## src/design/load_pkg.sv

```systemverilog
/*
 * Load tile package
 * Widths, depths, credit counts and the shared word types used by the
 * burst issuer, beat unpacker, word FIFO and load drain.
 */
`default_nettype none

package load_pkg;

    // data path widths
    localparam int DW   = 32;
    localparam int XDW  = 128;
    localparam int WCNT = XDW / DW;
    localparam int WIW  = $clog2(WCNT);

    // address and length widths, lengths counted in words
    localparam int XAW = 32;
    localparam int LW  = 12;

    // words per read-master burst
    localparam int BLEN = 8;

    // buffering and credits
    localparam int FIFO_DEPTH   = 32;
    localparam int FIFO_AW      = $clog2(FIFO_DEPTH);
    localparam int DRAIN_DEPTH  = 2;
    localparam int DRAIN_AW     = $clog2(DRAIN_DEPTH);
    localparam int CW           = 6;
    localparam int SINK_CREDITS = 4;

    typedef logic [DW-1:0]  word_t;
    typedef logic [XDW-1:0] beat_t;
    typedef logic [XAW-1:0] addr_t;
    typedef logic [LW-1:0]  len_t;

    // one buffered word with its end-of-load marker
    typedef struct packed {
        logic  last;
        word_t data;
    } wentry_t;

endpackage

`default_nettype wire

```

## src/design/word_chan_if.sv

```systemverilog
/*
 * Word channel between the word FIFO and the load drain
 * Valid/data/last go forward, one credit per freed drain slot comes back.
 */
`timescale 1ns/10ps
`default_nettype none

interface word_chan_if import load_pkg::*; ();

    logic  valid;
    word_t data;
    logic  last;
    // one pulse per drain queue entry released
    logic  credit;

    modport tx (
        output valid, data, last,
        input  credit
    );

    modport rx (
        input  valid, data, last,
        output credit
    );

endinterface

`default_nettype wire

```

## src/design/beat_unpacker.sv

```systemverilog
/*
 * Beat unpacker
 * Pops one beat from the read master, then pushes its words low word
 * first, one per cycle. Padding past the load length is dropped and the
 * final word of the load is flagged with push_last.
 */
`timescale 1ns/10ps
`default_nettype none

module beat_unpacker import load_pkg::*; (
    input  logic  clk,
    input  logic  rst,

    input  len_t  len,

    input  logic  rmst_user_data_available,
    input  beat_t rmst_user_buffer_data,
    output logic  rmst_user_read_buffer,

    output logic  push,
    output word_t push_data,
    output logic  push_last
);

    beat_t          beat_q;
    logic           have;
    logic [WIW-1:0] widx;
    len_t           wcnt;
    // set after the last word until the next beat arrives
    logic           tail;

    // index is back at 0 whenever no beat is held
    assign rmst_user_read_buffer = rmst_user_data_available && !have;

    assign push      = have && !tail;
    assign push_data = beat_q[DW-1:0];
    assign push_last = push && (wcnt == len - 1'b1);

    always_ff @(posedge clk or posedge rst) begin
        if (rst) begin
            have <= 1'b0;
            widx <= '0;
            wcnt <= '0;
            tail <= 1'b0;
        end else begin
            if (rmst_user_read_buffer) begin
                have <= 1'b1;
                widx <= '0;
                tail <= 1'b0;
            end else if (have) begin
                widx <= widx + 1'b1;
                if (widx == WIW'(WCNT - 1)) begin
                    have <= 1'b0;
                end
            end

            if (push_last) begin
                wcnt <= '0;
                tail <= 1'b1;
            end else if (push) begin
                wcnt <= wcnt + 1'b1;
            end
        end
    end

    // low word leaves first
    always_ff @(posedge clk) begin
        if (rmst_user_read_buffer) begin
            beat_q <= rmst_user_buffer_data;
        end else if (have) begin
            beat_q <= beat_q >> DW;
        end
    end

endmodule

`default_nettype wire

```

## src/design/burst_issuer.sv

```systemverilog
/*
 * Burst issuer
 * Latches a load command and splits it into read-master bursts of at
 * most BLEN words. A burst is issued only when the word FIFO credits
 * cover the whole burst; popped words return credits one at a time.
 */
`timescale 1ns/10ps
`default_nettype none

module burst_issuer import load_pkg::*; (
    input  logic  clk,
    input  logic  rst,

    input  logic  load_start,
    input  addr_t load_base,
    input  len_t  load_len,
    output logic  load_busy,
    output len_t  len,

    input  logic  pop,

    output logic  rmst_go,
    output addr_t rmst_read_base,
    output len_t  rmst_read_length,
    input  logic  rmst_done,

    input  logic  load_done
);

    len_t          remain;
    addr_t         next_base;
    len_t          burst_words;
    logic [CW-1:0] credits;
    logic [CW-1:0] spend;
    logic [CW-1:0] gain;
    logic          pending;
    logic          accept;

    // zero-length commands are ignored
    assign accept = load_start && !load_busy && (load_len != '0);

    assign burst_words = (remain > len_t'(BLEN)) ? len_t'(BLEN) : remain;

    // go once the master is idle and the previous request has been taken
    assign rmst_go = load_busy && rmst_done && !pending && (remain != '0)
                     && (len_t'(credits) >= burst_words);

    assign rmst_read_base   = next_base;
    assign rmst_read_length = burst_words << 2;

    assign spend = rmst_go ? burst_words[CW-1:0] : '0;
    assign gain  = {{(CW-1){1'b0}}, pop};

    always_ff @(posedge clk or posedge rst) begin
        if (rst) begin
            load_busy <= 1'b0;
            len       <= '0;
            remain    <= '0;
            pending   <= 1'b0;
            credits   <= CW'(FIFO_DEPTH);
        end else begin
            if (accept) begin
                load_busy <= 1'b1;
                len       <= load_len;
                remain    <= load_len;
            end else if (rmst_go) begin
                remain <= remain - burst_words;
            end

            if (load_done) begin
                load_busy <= 1'b0;
            end

            // request is taken once the master drops done
            if (rmst_go) begin
                pending <= 1'b1;
            end else if (!rmst_done) begin
                pending <= 1'b0;
            end

            credits <= credits - spend + gain;
        end
    end

    always_ff @(posedge clk) begin
        if (accept) begin
            next_base <= load_base;
        end else if (rmst_go) begin
            next_base <= next_base + addr_t'(rmst_read_length);
        end
    end

endmodule

`default_nettype wire

```

## src/design/load_drain.sv

```systemverilog
/*
 * Load drain
 * Two-entry staging queue in front of the external sink. The head word
 * goes out while a sink credit is held, freeing a channel credit.
 */
`timescale 1ns/10ps
`default_nettype none

module load_drain import load_pkg::*; (
    input  logic  clk,
    input  logic  rst,

    word_chan_if.rx chan,

    output logic  out_valid,
    output word_t out_data,
    output logic  out_last,
    input  logic  out_credit,

    output logic  load_done
);

    wentry_t             q [DRAIN_DEPTH];
    logic [DRAIN_AW-1:0] head;
    logic [DRAIN_AW-1:0] tail;
    logic [DRAIN_AW:0]   count;
    logic [CW-1:0]       scred;
    logic                send;

    assign send = (count != '0) && (scred != '0);

    assign out_valid   = send;
    assign out_data    = q[head].data;
    assign out_last    = q[head].last;
    assign load_done   = send && q[head].last;
    assign chan.credit = send;

    always_ff @(posedge clk) begin
        if (chan.valid) begin
            q[tail] <= '{last: chan.last, data: chan.data};
        end
    end

    always_ff @(posedge clk or posedge rst) begin
        if (rst) begin
            head  <= '0;
            tail  <= '0;
            count <= '0;
            scred <= CW'(SINK_CREDITS);
        end else begin
            if (chan.valid) begin
                tail <= tail + 1'b1;
            end
            if (send) begin
                head <= head + 1'b1;
            end

            if (chan.valid && !send) begin
                count <= count + 1'b1;
            end else if (!chan.valid && send) begin
                count <= count - 1'b1;
            end

            if (send && !out_credit) begin
                scred <= scred - 1'b1;
            end else if (!send && out_credit) begin
                scred <= scred + 1'b1;
            end
        end
    end

endmodule

`default_nettype wire

```

## src/design/load_tile_top.sv

```systemverilog
/*
 * Load tile top level
 * Issuer, unpacker, word FIFO and drain between a 128-bit read master
 * and a credit-based 32-bit word sink.
 */
`timescale 1ns/10ps
`default_nettype none

module load_tile_top import load_pkg::*; (
    input  logic  clk,
    input  logic  rst,

    // load command
    input  logic  load_start,
    input  addr_t load_base,
    input  len_t  load_len,
    output logic  load_busy,
    output logic  load_done,

    // read master
    output logic  rmst_go,
    output addr_t rmst_read_base,
    output len_t  rmst_read_length,
    input  logic  rmst_done,
    input  logic  rmst_user_data_available,
    input  beat_t rmst_user_buffer_data,
    output logic  rmst_user_read_buffer,

    // word sink
    output logic  out_valid,
    output word_t out_data,
    output logic  out_last,
    input  logic  out_credit
);

    len_t  len;
    logic  push;
    word_t push_data;
    logic  push_last;
    logic  pop;

    word_chan_if chan_i ();

    burst_issuer issuer_i (
        .clk              (clk),
        .rst              (rst),
        .load_start       (load_start),
        .load_base        (load_base),
        .load_len         (load_len),
        .load_busy        (load_busy),
        .len              (len),
        .pop              (pop),
        .rmst_go          (rmst_go),
        .rmst_read_base   (rmst_read_base),
        .rmst_read_length (rmst_read_length),
        .rmst_done        (rmst_done),
        .load_done        (load_done)
    );

    beat_unpacker unpacker_i (
        .clk                      (clk),
        .rst                      (rst),
        .len                      (len),
        .rmst_user_data_available (rmst_user_data_available),
        .rmst_user_buffer_data    (rmst_user_buffer_data),
        .rmst_user_read_buffer    (rmst_user_read_buffer),
        .push                     (push),
        .push_data                (push_data),
        .push_last                (push_last)
    );

    word_fifo fifo_i (
        .clk       (clk),
        .rst       (rst),
        .push      (push),
        .push_data (push_data),
        .push_last (push_last),
        .pop       (pop),
        .chan      (chan_i.tx)
    );

    load_drain drain_i (
        .clk        (clk),
        .rst        (rst),
        .chan       (chan_i.rx),
        .out_valid  (out_valid),
        .out_data   (out_data),
        .out_last   (out_last),
        .out_credit (out_credit),
        .load_done  (load_done)
    );

endmodule

`default_nettype wire

```

## src/design/word_fifo.sv

```systemverilog
/*
 * Word FIFO
 * Circular buffer of FIFO_DEPTH words with their last flags. Words go
 * to the drain only against drain credits; each word sent pulses pop.
 */
`timescale 1ns/10ps
`default_nettype none

module word_fifo import load_pkg::*; (
    input  logic  clk,
    input  logic  rst,

    input  logic  push,
    input  word_t push_data,
    input  logic  push_last,

    output logic  pop,

    word_chan_if.tx chan
);

    wentry_t            mem [FIFO_DEPTH];
    logic [FIFO_AW-1:0] wptr;
    logic [FIFO_AW-1:0] rptr;
    logic [FIFO_AW:0]   count;
    logic [CW-1:0]      dcred;
    logic               send;

    assign send = (count != '0) && (dcred != '0);

    assign chan.valid = send;
    assign chan.data  = mem[rptr].data;
    assign chan.last  = mem[rptr].last;
    assign pop        = send;

    always_ff @(posedge clk) begin
        if (push) begin
            mem[wptr] <= '{last: push_last, data: push_data};
        end
    end

    always_ff @(posedge clk or posedge rst) begin
        if (rst) begin
            wptr  <= '0;
            rptr  <= '0;
            count <= '0;
            dcred <= CW'(DRAIN_DEPTH);
        end else begin
            if (push) begin
                wptr <= wptr + 1'b1;
            end
            if (send) begin
                rptr <= rptr + 1'b1;
            end

            if (push && !send) begin
                count <= count + 1'b1;
            end else if (!push && send) begin
                count <= count - 1'b1;
            end

            // drain slots: spent on send, returned by the drain
            if (send && !chan.credit) begin
                dcred <= dcred - 1'b1;
            end else if (!send && chan.credit) begin
                dcred <= dcred + 1'b1;
            end
        end
    end

endmodule

`default_nettype wire

```

## config.mk

```make
export PLATFORM = sky130hd
export DESIGN_NAME = load_tile_top
export DESIGN_NICKNAME = d
export VERILOG_FILES = /design/src/design/load_pkg.sv /design/src/design/word_chan_if.sv /design/src/design/beat_unpacker.sv /design/src/design/burst_issuer.sv /design/src/design/load_drain.sv /design/src/design/load_tile_top.sv /design/src/design/word_fifo.sv
export SDC_FILE = /design/constraint.sdc
export NUM_CORES = 1
export LEC_CHECK = 0
export BUFFER_PORTS_ARGS = -buffer_cell sky130_fd_sc_hd__buf_4
export CAP_MARGIN = 20
export CORE_MARGIN = 3
export CORE_UTILIZATION = 42
export DETAILED_ROUTE_END_ITERATION = 8
export HOLD_SLACK_MARGIN = 0.05
export SKIP_LAST_GASP = 1
export SLEW_MARGIN = 20
export SYNTH_ARGS = -nofsm -noshare
export SYNTH_HDL_FRONTEND = slang
export SYNTH_SLANG_ARGS = --single-unit
```

## constraint.sdc

```tcl
create_clock -name clk -period 4.2 [get_ports clk]
set_input_delay 0.84 -clock clk [delete_from_list [all_inputs] [get_ports clk]]
set_output_delay 0.84 -clock clk [all_outputs]
set_load 0.02 [all_outputs]
```

==> results.cfg, run 1 <==
[global_route]
grt_max_degree = 119
initial_antenna_violation_count = 2
grt_use_total_pct = 19.5
grt_first_pass_wirelength_um = 193000
grt_pass1_vias = 29859
grt_overflow_total = 0

[clock_network]
clk_root_buffer_cell = sky130_fd_sc_hd__clkbuf_16
cts_max_path_buffers = 3
cts.hold.buffers_added = 0
numCtsBuffers = 145
worstSkewPairLatency_ns = 0.73
cts_sinks = 1362
cts.clk_slew.worst_paths_ns = 0.06
tritoncts = yes
htree_num_levels = 4

[drt]
antenna_violating_nets_post_route = 0
avgViaCountPerCell = 5.52
first_iter_violations = 2646
drt_pass1_iterations = 5
route.detailed.drc = 0
totalWireLength_um = 131000
route.detailed.wl_per_inst_um = 25.6
via_count = 28140

[setup_path]
crit_path_cell_trace = or4_4 -> nor3_4 -> nand2b_1 -> inv_2 -> and2_4 -> ha_4 -> nand2b_4 -> a21o_1 -> a21oi_2 -> o21ai_4 -> nand2_4 -> inv_8 -> buf_6
critical_path.top_delay_family = simple AND/OR/NAND/NOR gates
critical_path_class = flop to output port
cpMaxStageDelayCell = sky130_fd_sc_hd__or4_4
setup.worst_path.start_class = flop
critical_path.max_fanout = 7
crit_arrival_ns = 3.35
worstPathBufferInverterCount = 3
sort_of_element_at_the_end_of_the_critical_path = output port
worstSetupPathDepth = 13
cp_slowest_stage_delay_ns = 0.56
worst_ep_required_time_ns = 3.36
timing.reg2reg.worst_path_depth = 20

[pwr]
leakage_nw = 21.7
worst_ir_drop_vdd_v = 0.000396
overall_power_after_layout_w = 0.0381
power_density_nw_per_um2 = 593

[final_layout]
final_cell_count_no_fill = 5097
final_net_count = 3486
area_growth_pct = 17.7
final.fill_count = 10367
final_core_utilization_pct = 50.1
layout-drive-gt1-share_pct = 30.9

[status]
run_status = finished clean

[min_path]
min_path_type = input pin to async pin

[logic_synthesis]
ys_async_sr_fraction_pct = 5.87
synth_edf_count = 1282
syn_area_um2 = 54500
seq_area_frac_synth_pct = 74.3
synth_cell_types = 61
post_synth_inst_count = 2865
yosys_warnings = 0
synth_area_per_cell_um2 = 19.0
synth.ff_latch_count = 1362
most_common_flop_cell_mapped_by_yosys = sky130_fd_sc_hd__edfxtp_1

[die]
initial_utilization_pct = 42.5
die_h_um = 366
core_um2 = 128000
design.die.area_um2 = 134000
fp.dieW_um = 366
rows = 131
num_io_pins = 260

[flow_run]
drv.max_cap_violation_count = 0

[sta]
final_setup_skew_ns = 0.0246
finalWorstPathRequiredPeriod_ns = 4.19
final_critical_path_setup_slack_ns = 0.0127
timing.final.setup_violations = 0
worstMarginPinSlew_ns = 1.08
final_report_hold_violation_count = 0
slew-limit-headroom_pct = 28.2
layout_worst_path_cycle_share_pct = 99.7
final_max_slew_viol_count = 0
rsz0062_at_grt = yes
fmaxAchievable_mhz = 239
fin_worst_hold_slack_ns = 0.262

[placement]
numPlacedInstances = 4799
io_buffers = 251
globalplace.congestion = 0.819
dpl.hpwl_um = 71800
place_worst_setup_slack_ns = 0.00249
-- through the flow --
stage	TNS, ns	instance area (µm²)
floorplan	0	54600
global placement	0	59300
detailed placement	0	59300
CTS	0	64000
global route	-0.292	64200
finish	0	64200
-- cells in the final DEF (no fill, tap or decap), types with 25 or more instances in the layout --
cell | Yosys | final
sky130_fd_sc_hd__a21oi_1 | 37 | 35
sky130_fd_sc_hd__nand2_1 | 409 | 407
sky130_fd_sc_hd__mux4_2 | 330 | 330
sky130_fd_sc_hd__inv_1 | 48 | 42
sky130_fd_sc_hd__ha_1 | 50 | 49
sky130_fd_sc_hd__clkbuf_16 | 0 | 146
sky130_fd_sc_hd__nor2_1 | 90 | 57
sky130_fd_sc_hd__and2_1 | 40 | 38
sky130_fd_sc_hd__o21ai_0 | 54 | 53
sky130_fd_sc_hd__xor2_1 | 38 | 38
sky130_fd_sc_hd__edfxtp_1 | 1282 | 1282
sky130_fd_sc_hd__buf_12 | 0 | 25
sky130_fd_sc_hd__mux2_2 | 68 | 68
sky130_fd_sc_hd__nor2_4 | 0 | 33
sky130_fd_sc_hd__xnor2_1 | 45 | 45
sky130_fd_sc_hd__buf_4 | 8 | 334
sky130_fd_sc_hd__clkinv_1 | 0 | 29
sky130_fd_sc_hd__clkbuf_1 | 108 | 32
sky130_fd_sc_hd__dfrtp_1 | 77 | 71
-- final cells by class --
cell class,count,area [µm²],share of cell area (%)
repair buffers,367,3150,4.91
flip-flops and latches,1362,40500,63.1
well taps,1729,2160,3.37
clock inverters,79,673,1.05
clock buffers,182,3830,5.97
inverters,49,199,0.310
diodes,1,2.50,0.00390
multi-input cells,1328,13600,21.3
-- cells by family (layout without fill, tap and decap cells) --
logic type | Yosys count | after routing | share of synthesized area, %
buf+inv | 191 | 677 | 1.38
xor+xnor | 83 | 83 | 1.33
mux | 401 | 401 | 15.1
fa+ha+maj | 55 | 55 | 1.33
other cells | 2 | 19 | 0.0138
compound gates | 149 | 149 | 1.67
simple gates | 622 | 622 | 4.88
flops | 1362 | 1362 | 74.3
-- worst register-to-register path, cell delays in order, from the launching register on --
cell                       delay (ns)
sky130_fd_sc_hd__dfrtp_1         0.38
sky130_fd_sc_hd__or4_4           0.56
sky130_fd_sc_hd__nor3_4          0.20
sky130_fd_sc_hd__nand2b_1        0.11
sky130_fd_sc_hd__inv_2           0.07
sky130_fd_sc_hd__and2_4          0.16
sky130_fd_sc_hd__ha_4            0.19
sky130_fd_sc_hd__nand2b_4        0.13
sky130_fd_sc_hd__a21o_1          0.16
sky130_fd_sc_hd__a21oi_2         0.22
sky130_fd_sc_hd__o21ai_4         0.12
sky130_fd_sc_hd__buf_4           0.18
sky130_fd_sc_hd__and2_1          0.18
sky130_fd_sc_hd__nand2_1         0.08
sky130_fd_sc_hd__ha_1            0.25
sky130_fd_sc_hd__ha_1            0.28
sky130_fd_sc_hd__a21o_1          0.16
sky130_fd_sc_hd__a21oi_2         0.18
sky130_fd_sc_hd__o21bai_1        0.08
sky130_fd_sc_hd__a21oi_1         0.19
sky130_fd_sc_hd__xnor2_1         0.14
-- layer usage --
metal	vias to the layer above	GRT usage [%]	share of wire [%]	wire, µm
li1	12067	-	-	-
met1	14952	26.5	41	53600
met2	928	33.0	51	66200
met3	193	2.91	6.2	8160
met4	0	5.12	2.1	2730
met5	-	0	0	0
-- synth_stat cells, drive strengths merged, types with 3 or more instances --
library cell	instances	area share, %
fa	5	0.18
nor2b	4	0.046
nand2b	7	0.080
or4	5	0.076
or3	5	0.057
xnor2	45	0.72
a211o	3	0.048
nor2	90	0.62
dfstp	3	0.14
mux2i	3	0.055
and2	40	0.46
a211oi	4	0.055
edfxtp	1282	71
nand3	11	0.10
dfrtp	77	3.5
or3b	4	0.064
a21o	13	0.18
inv	49	0.34
o211ai	7	0.096
a31oi	5	0.057
o221ai	3	0.048
a21oi	37	0.34
ha	50	1.1
o21ai	56	0.51
mux2	68	1.4
clkbuf	108	0.74
nand4	11	0.13
nor3	10	0.092
o21a	4	0.055
buf	34	0.30
nand2	409	2.8
and3	8	0.092
nor4	8	0.11
or2	5	0.057
xor2	38	0.61
o21bai	5	0.069
mux4	330	14
-- where the power goes --
part	total [W]	switching (W)	internal, W
clock	0.0122	0.00517	0.00698
combinational	0.00563	0.00351	0.00211
sequential	0.0203	0.00172	0.0186
-- repair_timing --
| item | in CTS | in global routing |
|---|---|---|
| pin swaps | 4 | 6 |
| setup endpoints to repair | 2 | 2 |
| cloned | 0 | 0 |
| buffers inserted | 22 | 8 |
| resized for setup | 10 | 7 |
-- registers in the layout (all words and copies together), names as in the netlist, 5 cells and up --
signal	count
fifo_i.dcred	6
fifo_i.mem	1056
drain_i.q	66
fifo_i.rptr	5
fifo_i.count	6
issuer_i.remain	12
unpacker_i.wcnt	12
issuer_i.credits	6
unpacker_i.beat_q	128
fifo_i.wptr	5
issuer_i.rmst_read_base	32
drain_i.scred	6
issuer_i.len	12
-- path summary, 6_finish.rpt --
| check | slack, ns | end | start |
|---|---|---|---|
| hold reg to reg | 0.46 | fifo_i.count[5]$_DFFE_PP0P_ | fifo_i.count[5]$_DFFE_PP0P_ |
| min in group clk | 0.34 | issuer_i.len[5]$_DFFE_PP0P_ | load_len[5] |
| hold / removal | 0.26 | drain_i.scred[1]$_DFFE_PP0P_ | rst |
| max in group asynchronous | 3.07 | unpacker_i.widx[0]$_DFFE_PP0P_ | rst |
| setup reg to reg | 0.12 | issuer_i.credits[5]$_DFF_PP1_ | issuer_i.remain[7]$_DFFE_PP0N_ |
| setup / recovery | 0.01 | rmst_go | issuer_i.remain[7]$_DFFE_PP0N_ |
No activity file was read; power rests on OpenSTA's default activity.
==> run 2: changes to the inputs <==
--- a/config.mk
+++ b/config.mk
@@ -15,4 +15,5 @@
 export SLEW_MARGIN = 20
 export SYNTH_ARGS = -nofsm -noshare
 export SYNTH_HDL_FRONTEND = slang
+export SYNTH_HIERARCHICAL = 1
 export SYNTH_SLANG_ARGS = --single-unit
==> run 2 against run 1 <==
Net effect:
- routed wire length grew 3.5%
- sequential power is essentially flat
- critical path type unchanged
- largest power group unchanged
- worst setup slack gained 0.15 ns
- highest routed layer unchanged
- fmax grew 3.8%
- sequential cell count is the same
- total power shrank 0.13%
==> results.cfg, run 2 <==
[final_layout]
final.fill_count = 10652
final_cell_count_no_fill = 5147
final_net_count = 3524
layout-drive-gt1-share_pct = 28.9
multi_input_comb_area_um2 = 14000
register_area_um2 = 40500
mostFrequentLayoutCell = sky130_fd_sc_hd__edfxtp_1
largestRegisters = fifo_i/mem (1056), unpacker_i/beat_q (128), drain_i/q (66)
area_growth_pct = 16.3
max_flop_register = fifo_i/mem
largest_register_ffs = 1056
layout.cells.most_common_list = sky130_fd_sc_hd__edfxtp_1 (1282), sky130_fd_sc_hd__buf_4 (322), sky130_fd_sc_hd__mux4_2 (198)

[logic_synthesis]
yosys_warnings = 6
synth_edf_count = 1282
syn_area_um2 = 55400
synth_area_per_cell_um2 = 18.6
synth_cell_types = 82
synth.most_common_cell = sky130_fd_sc_hd__edfxtp_1
most_common_flop_cell_mapped_by_yosys = sky130_fd_sc_hd__edfxtp_1
netlist_top_cells_count = sky130_fd_sc_hd__edfxtp_1 (1282), sky130_fd_sc_hd__mux4_2 (198), sky130_fd_sc_hd__mux2i_1 (142)
ys_async_sr_fraction_pct = 5.87
synth.ff_latch_count = 1362
yosys-top-cells-area = sky130_fd_sc_hd__edfxtp_1 (70%), sky130_fd_sc_hd__mux4_2 (8.1%), sky130_fd_sc_hd__dfrtp_1 (3.5%)
seq_area_frac_synth_pct = 73.1
yosys_top_cell_area_share_pct = 69.5
synth.largest_area_cell = sky130_fd_sc_hd__edfxtp_1
post_synth_inst_count = 2972

[status]
run_status = finished clean

[clock_network]
tritoncts = yes
numCtsBuffers = 144
clk_root_buffer_cell = sky130_fd_sc_hd__clkbuf_16
cts_sinks = 1362
worstSkewPairLatency_ns = 0.76
cts_max_path_buffers = 3
cts.clk_slew.worst_paths_ns = 0.05
htree_num_levels = 4
cts.hold.buffers_added = 0

[drt]
route.detailed.wl_per_inst_um = 26.3
drt_pass1_iterations = 5
route.detailed.drc = 0
antenna_violating_nets_post_route = 0
first_iter_violations = 2640
via_count = 28979
avgViaCountPerCell = 5.63
totalWireLength_um = 135000

[global_route]
grt_overflow_total = 0
grt_first_pass_wirelength_um = 201000
grt_max_degree = 85
initial_antenna_violation_count = 3
grt_use_total_pct = 19.9
grt_pass1_vias = 30450

[setup_path]
sort_of_element_at_the_end_of_the_critical_path = output port
worst_ep_required_time_ns = 3.36
crit_arrival_ns = 3.19
setup.worst_path.start_class = flop
critical_path_class = flop to output port
critical_path.max_fanout = 9

[die]
core_um2 = 130000
initial_utilization_pct = 42.6
rows = 132
design.die.area_um2 = 136000
num_io_pins = 260
die_h_um = 369
fp.dieW_um = 369

[sta]
worstMarginPinSlew_ns = 1.10
final_setup_skew_ns = 0.0315
final_max_slew_viol_count = 0
slew-limit-headroom_pct = 27.0
finalSetupTns_ns = 0
fmaxAchievable_mhz = 248
rsz0062_at_grt = no
timing.final.setup_violations = 0
final_report_hold_violation_count = 0
layout_worst_path_cycle_share_pct = 96.0
finalWorstPathRequiredPeriod_ns = 4.03

[placement]
io_buffers = 251
dpl.hpwl_um = 80000
globalplace.congestion = 0.798
numPlacedInstances = 4883

[flow_run]
drv.max_cap_violation_count = 0

[pwr]
power_density_nw_per_um2 = 590
leakage_nw = 21.2
overall_power_after_layout_w = 0.0380
worst_ir_drop_vdd_v = 0.000411

[min_path]
min_path_type = input pin to async pin
run 2: logic make-up (layout without fill, tap and decap cells):
| logic type | Yosys count | after routing | synth area share (%) |
|---|---|---|---|
| fa+ha+maj | 51 | 51 | 1.19 |
| other cells | 2 | 19 | 0.0136 |
| buf+inv | 237 | 653 | 2.30 |
| simple gates | 395 | 395 | 3.76 |
| mux | 475 | 475 | 13.4 |
| flops | 1362 | 1362 | 73.1 |
| xor+xnor | 73 | 73 | 1.15 |
| compound gates | 377 | 377 | 5.08 |
run 2: critical path, stage by stage (launching register included):
cell	delay, ns
sky130_fd_sc_hd__dfrtp_1	0.38
sky130_fd_sc_hd__or4_4	0.56
sky130_fd_sc_hd__nand4b_4	0.21
sky130_fd_sc_hd__inv_4	0.12
sky130_fd_sc_hd__nand2_2	0.09
sky130_fd_sc_hd__ha_1	0.30
sky130_fd_sc_hd__nand2_1	0.06
sky130_fd_sc_hd__o21ai_2	0.14
sky130_fd_sc_hd__a21oi_2	0.08
sky130_fd_sc_hd__or2_4	0.28
sky130_fd_sc_hd__inv_8	0.09
sky130_fd_sc_hd__buf_4	0.15
run 2: area by class of cell:
cell class                      count  area share (%)
Sequential cell                  1362            62.9
Antenna cell                        1         0.00389
Timing Repair Buffer              352            4.64
Inverter                           46           0.295
Clock inverter                     68            1.10
Multi-Input combinational cell   1389            21.7
Clock buffer                      187            5.93
Tap cell                         1742            3.39
run 2: metal layers:
layer	up-vias	global-route usage, %	part of all wire [%]
li1	12612	-	-
met1	15042	27.4	41
met2	1114	32.4	49
met3	211	4.10	7.6
met4	0	5.44	2.3
met5	-	0	0
run 2: report_power, final:
group	total (W)	switching [W]	internal (W)	leakage, nW
combinational	0.00535	0.00329	0.00206	6.15
sequential	0.0205	0.00186	0.0186	12.9
clock	0.0122	0.00521	0.00697	2.20
run 2: final timing paths:
check	from	end	slack, ns	cells past startpoint
worst max-delay path	issuer_i/remain[5]$_DFFE_PP0N_	rmst_go	0.17	11
worst min-delay path	rst	drain_i/scred[5]$_DFFE_PP0P_	0.14	2
worst max register to register	issuer_i/remain[5]$_DFFE_PP0N_	issuer_i/credits[4]$_DFF_PP0_	0.24	18
worst min register to register	fifo_i/dcred[5]$_DFFE_PP0P_	fifo_i/dcred[5]$_DFFE_PP0P_	0.48	1
max in group asynchronous	rst	issuer_i/remain[10]$_DFFE_PP0N_	3.14	3
min in group clk	rmst_done	issuer_i/pending$_DFFE_PP0P_	0.33	3
run 2: repair_timing:
action,CTS,global route
endpoints found under the setup margin,1,2
gates resized for setup,5,6
setup buffers,1,2
pin swaps,0,2
run 2: metrics by stage:
| stage | area (µm²) | hold slack (ns) | setup slack, ns | util (%) |
|---|---|---|---|---|
| after floorplan | 55400 | 0.439 | 0.0148 | - |
| after global placement | 59700 | 0.460 | 0.0694 | 45.9 |
| after detailed placement | 59700 | 0.467 | 0.0760 | 45.9 |
| after CTS | 64300 | 0.0946 | 0.0304 | 49.4 |
| after global routing | 64400 | 0.140 | 0.0190 | 49.5 |
| final | 64400 | 0.139 | 0.167 | 49.5 |
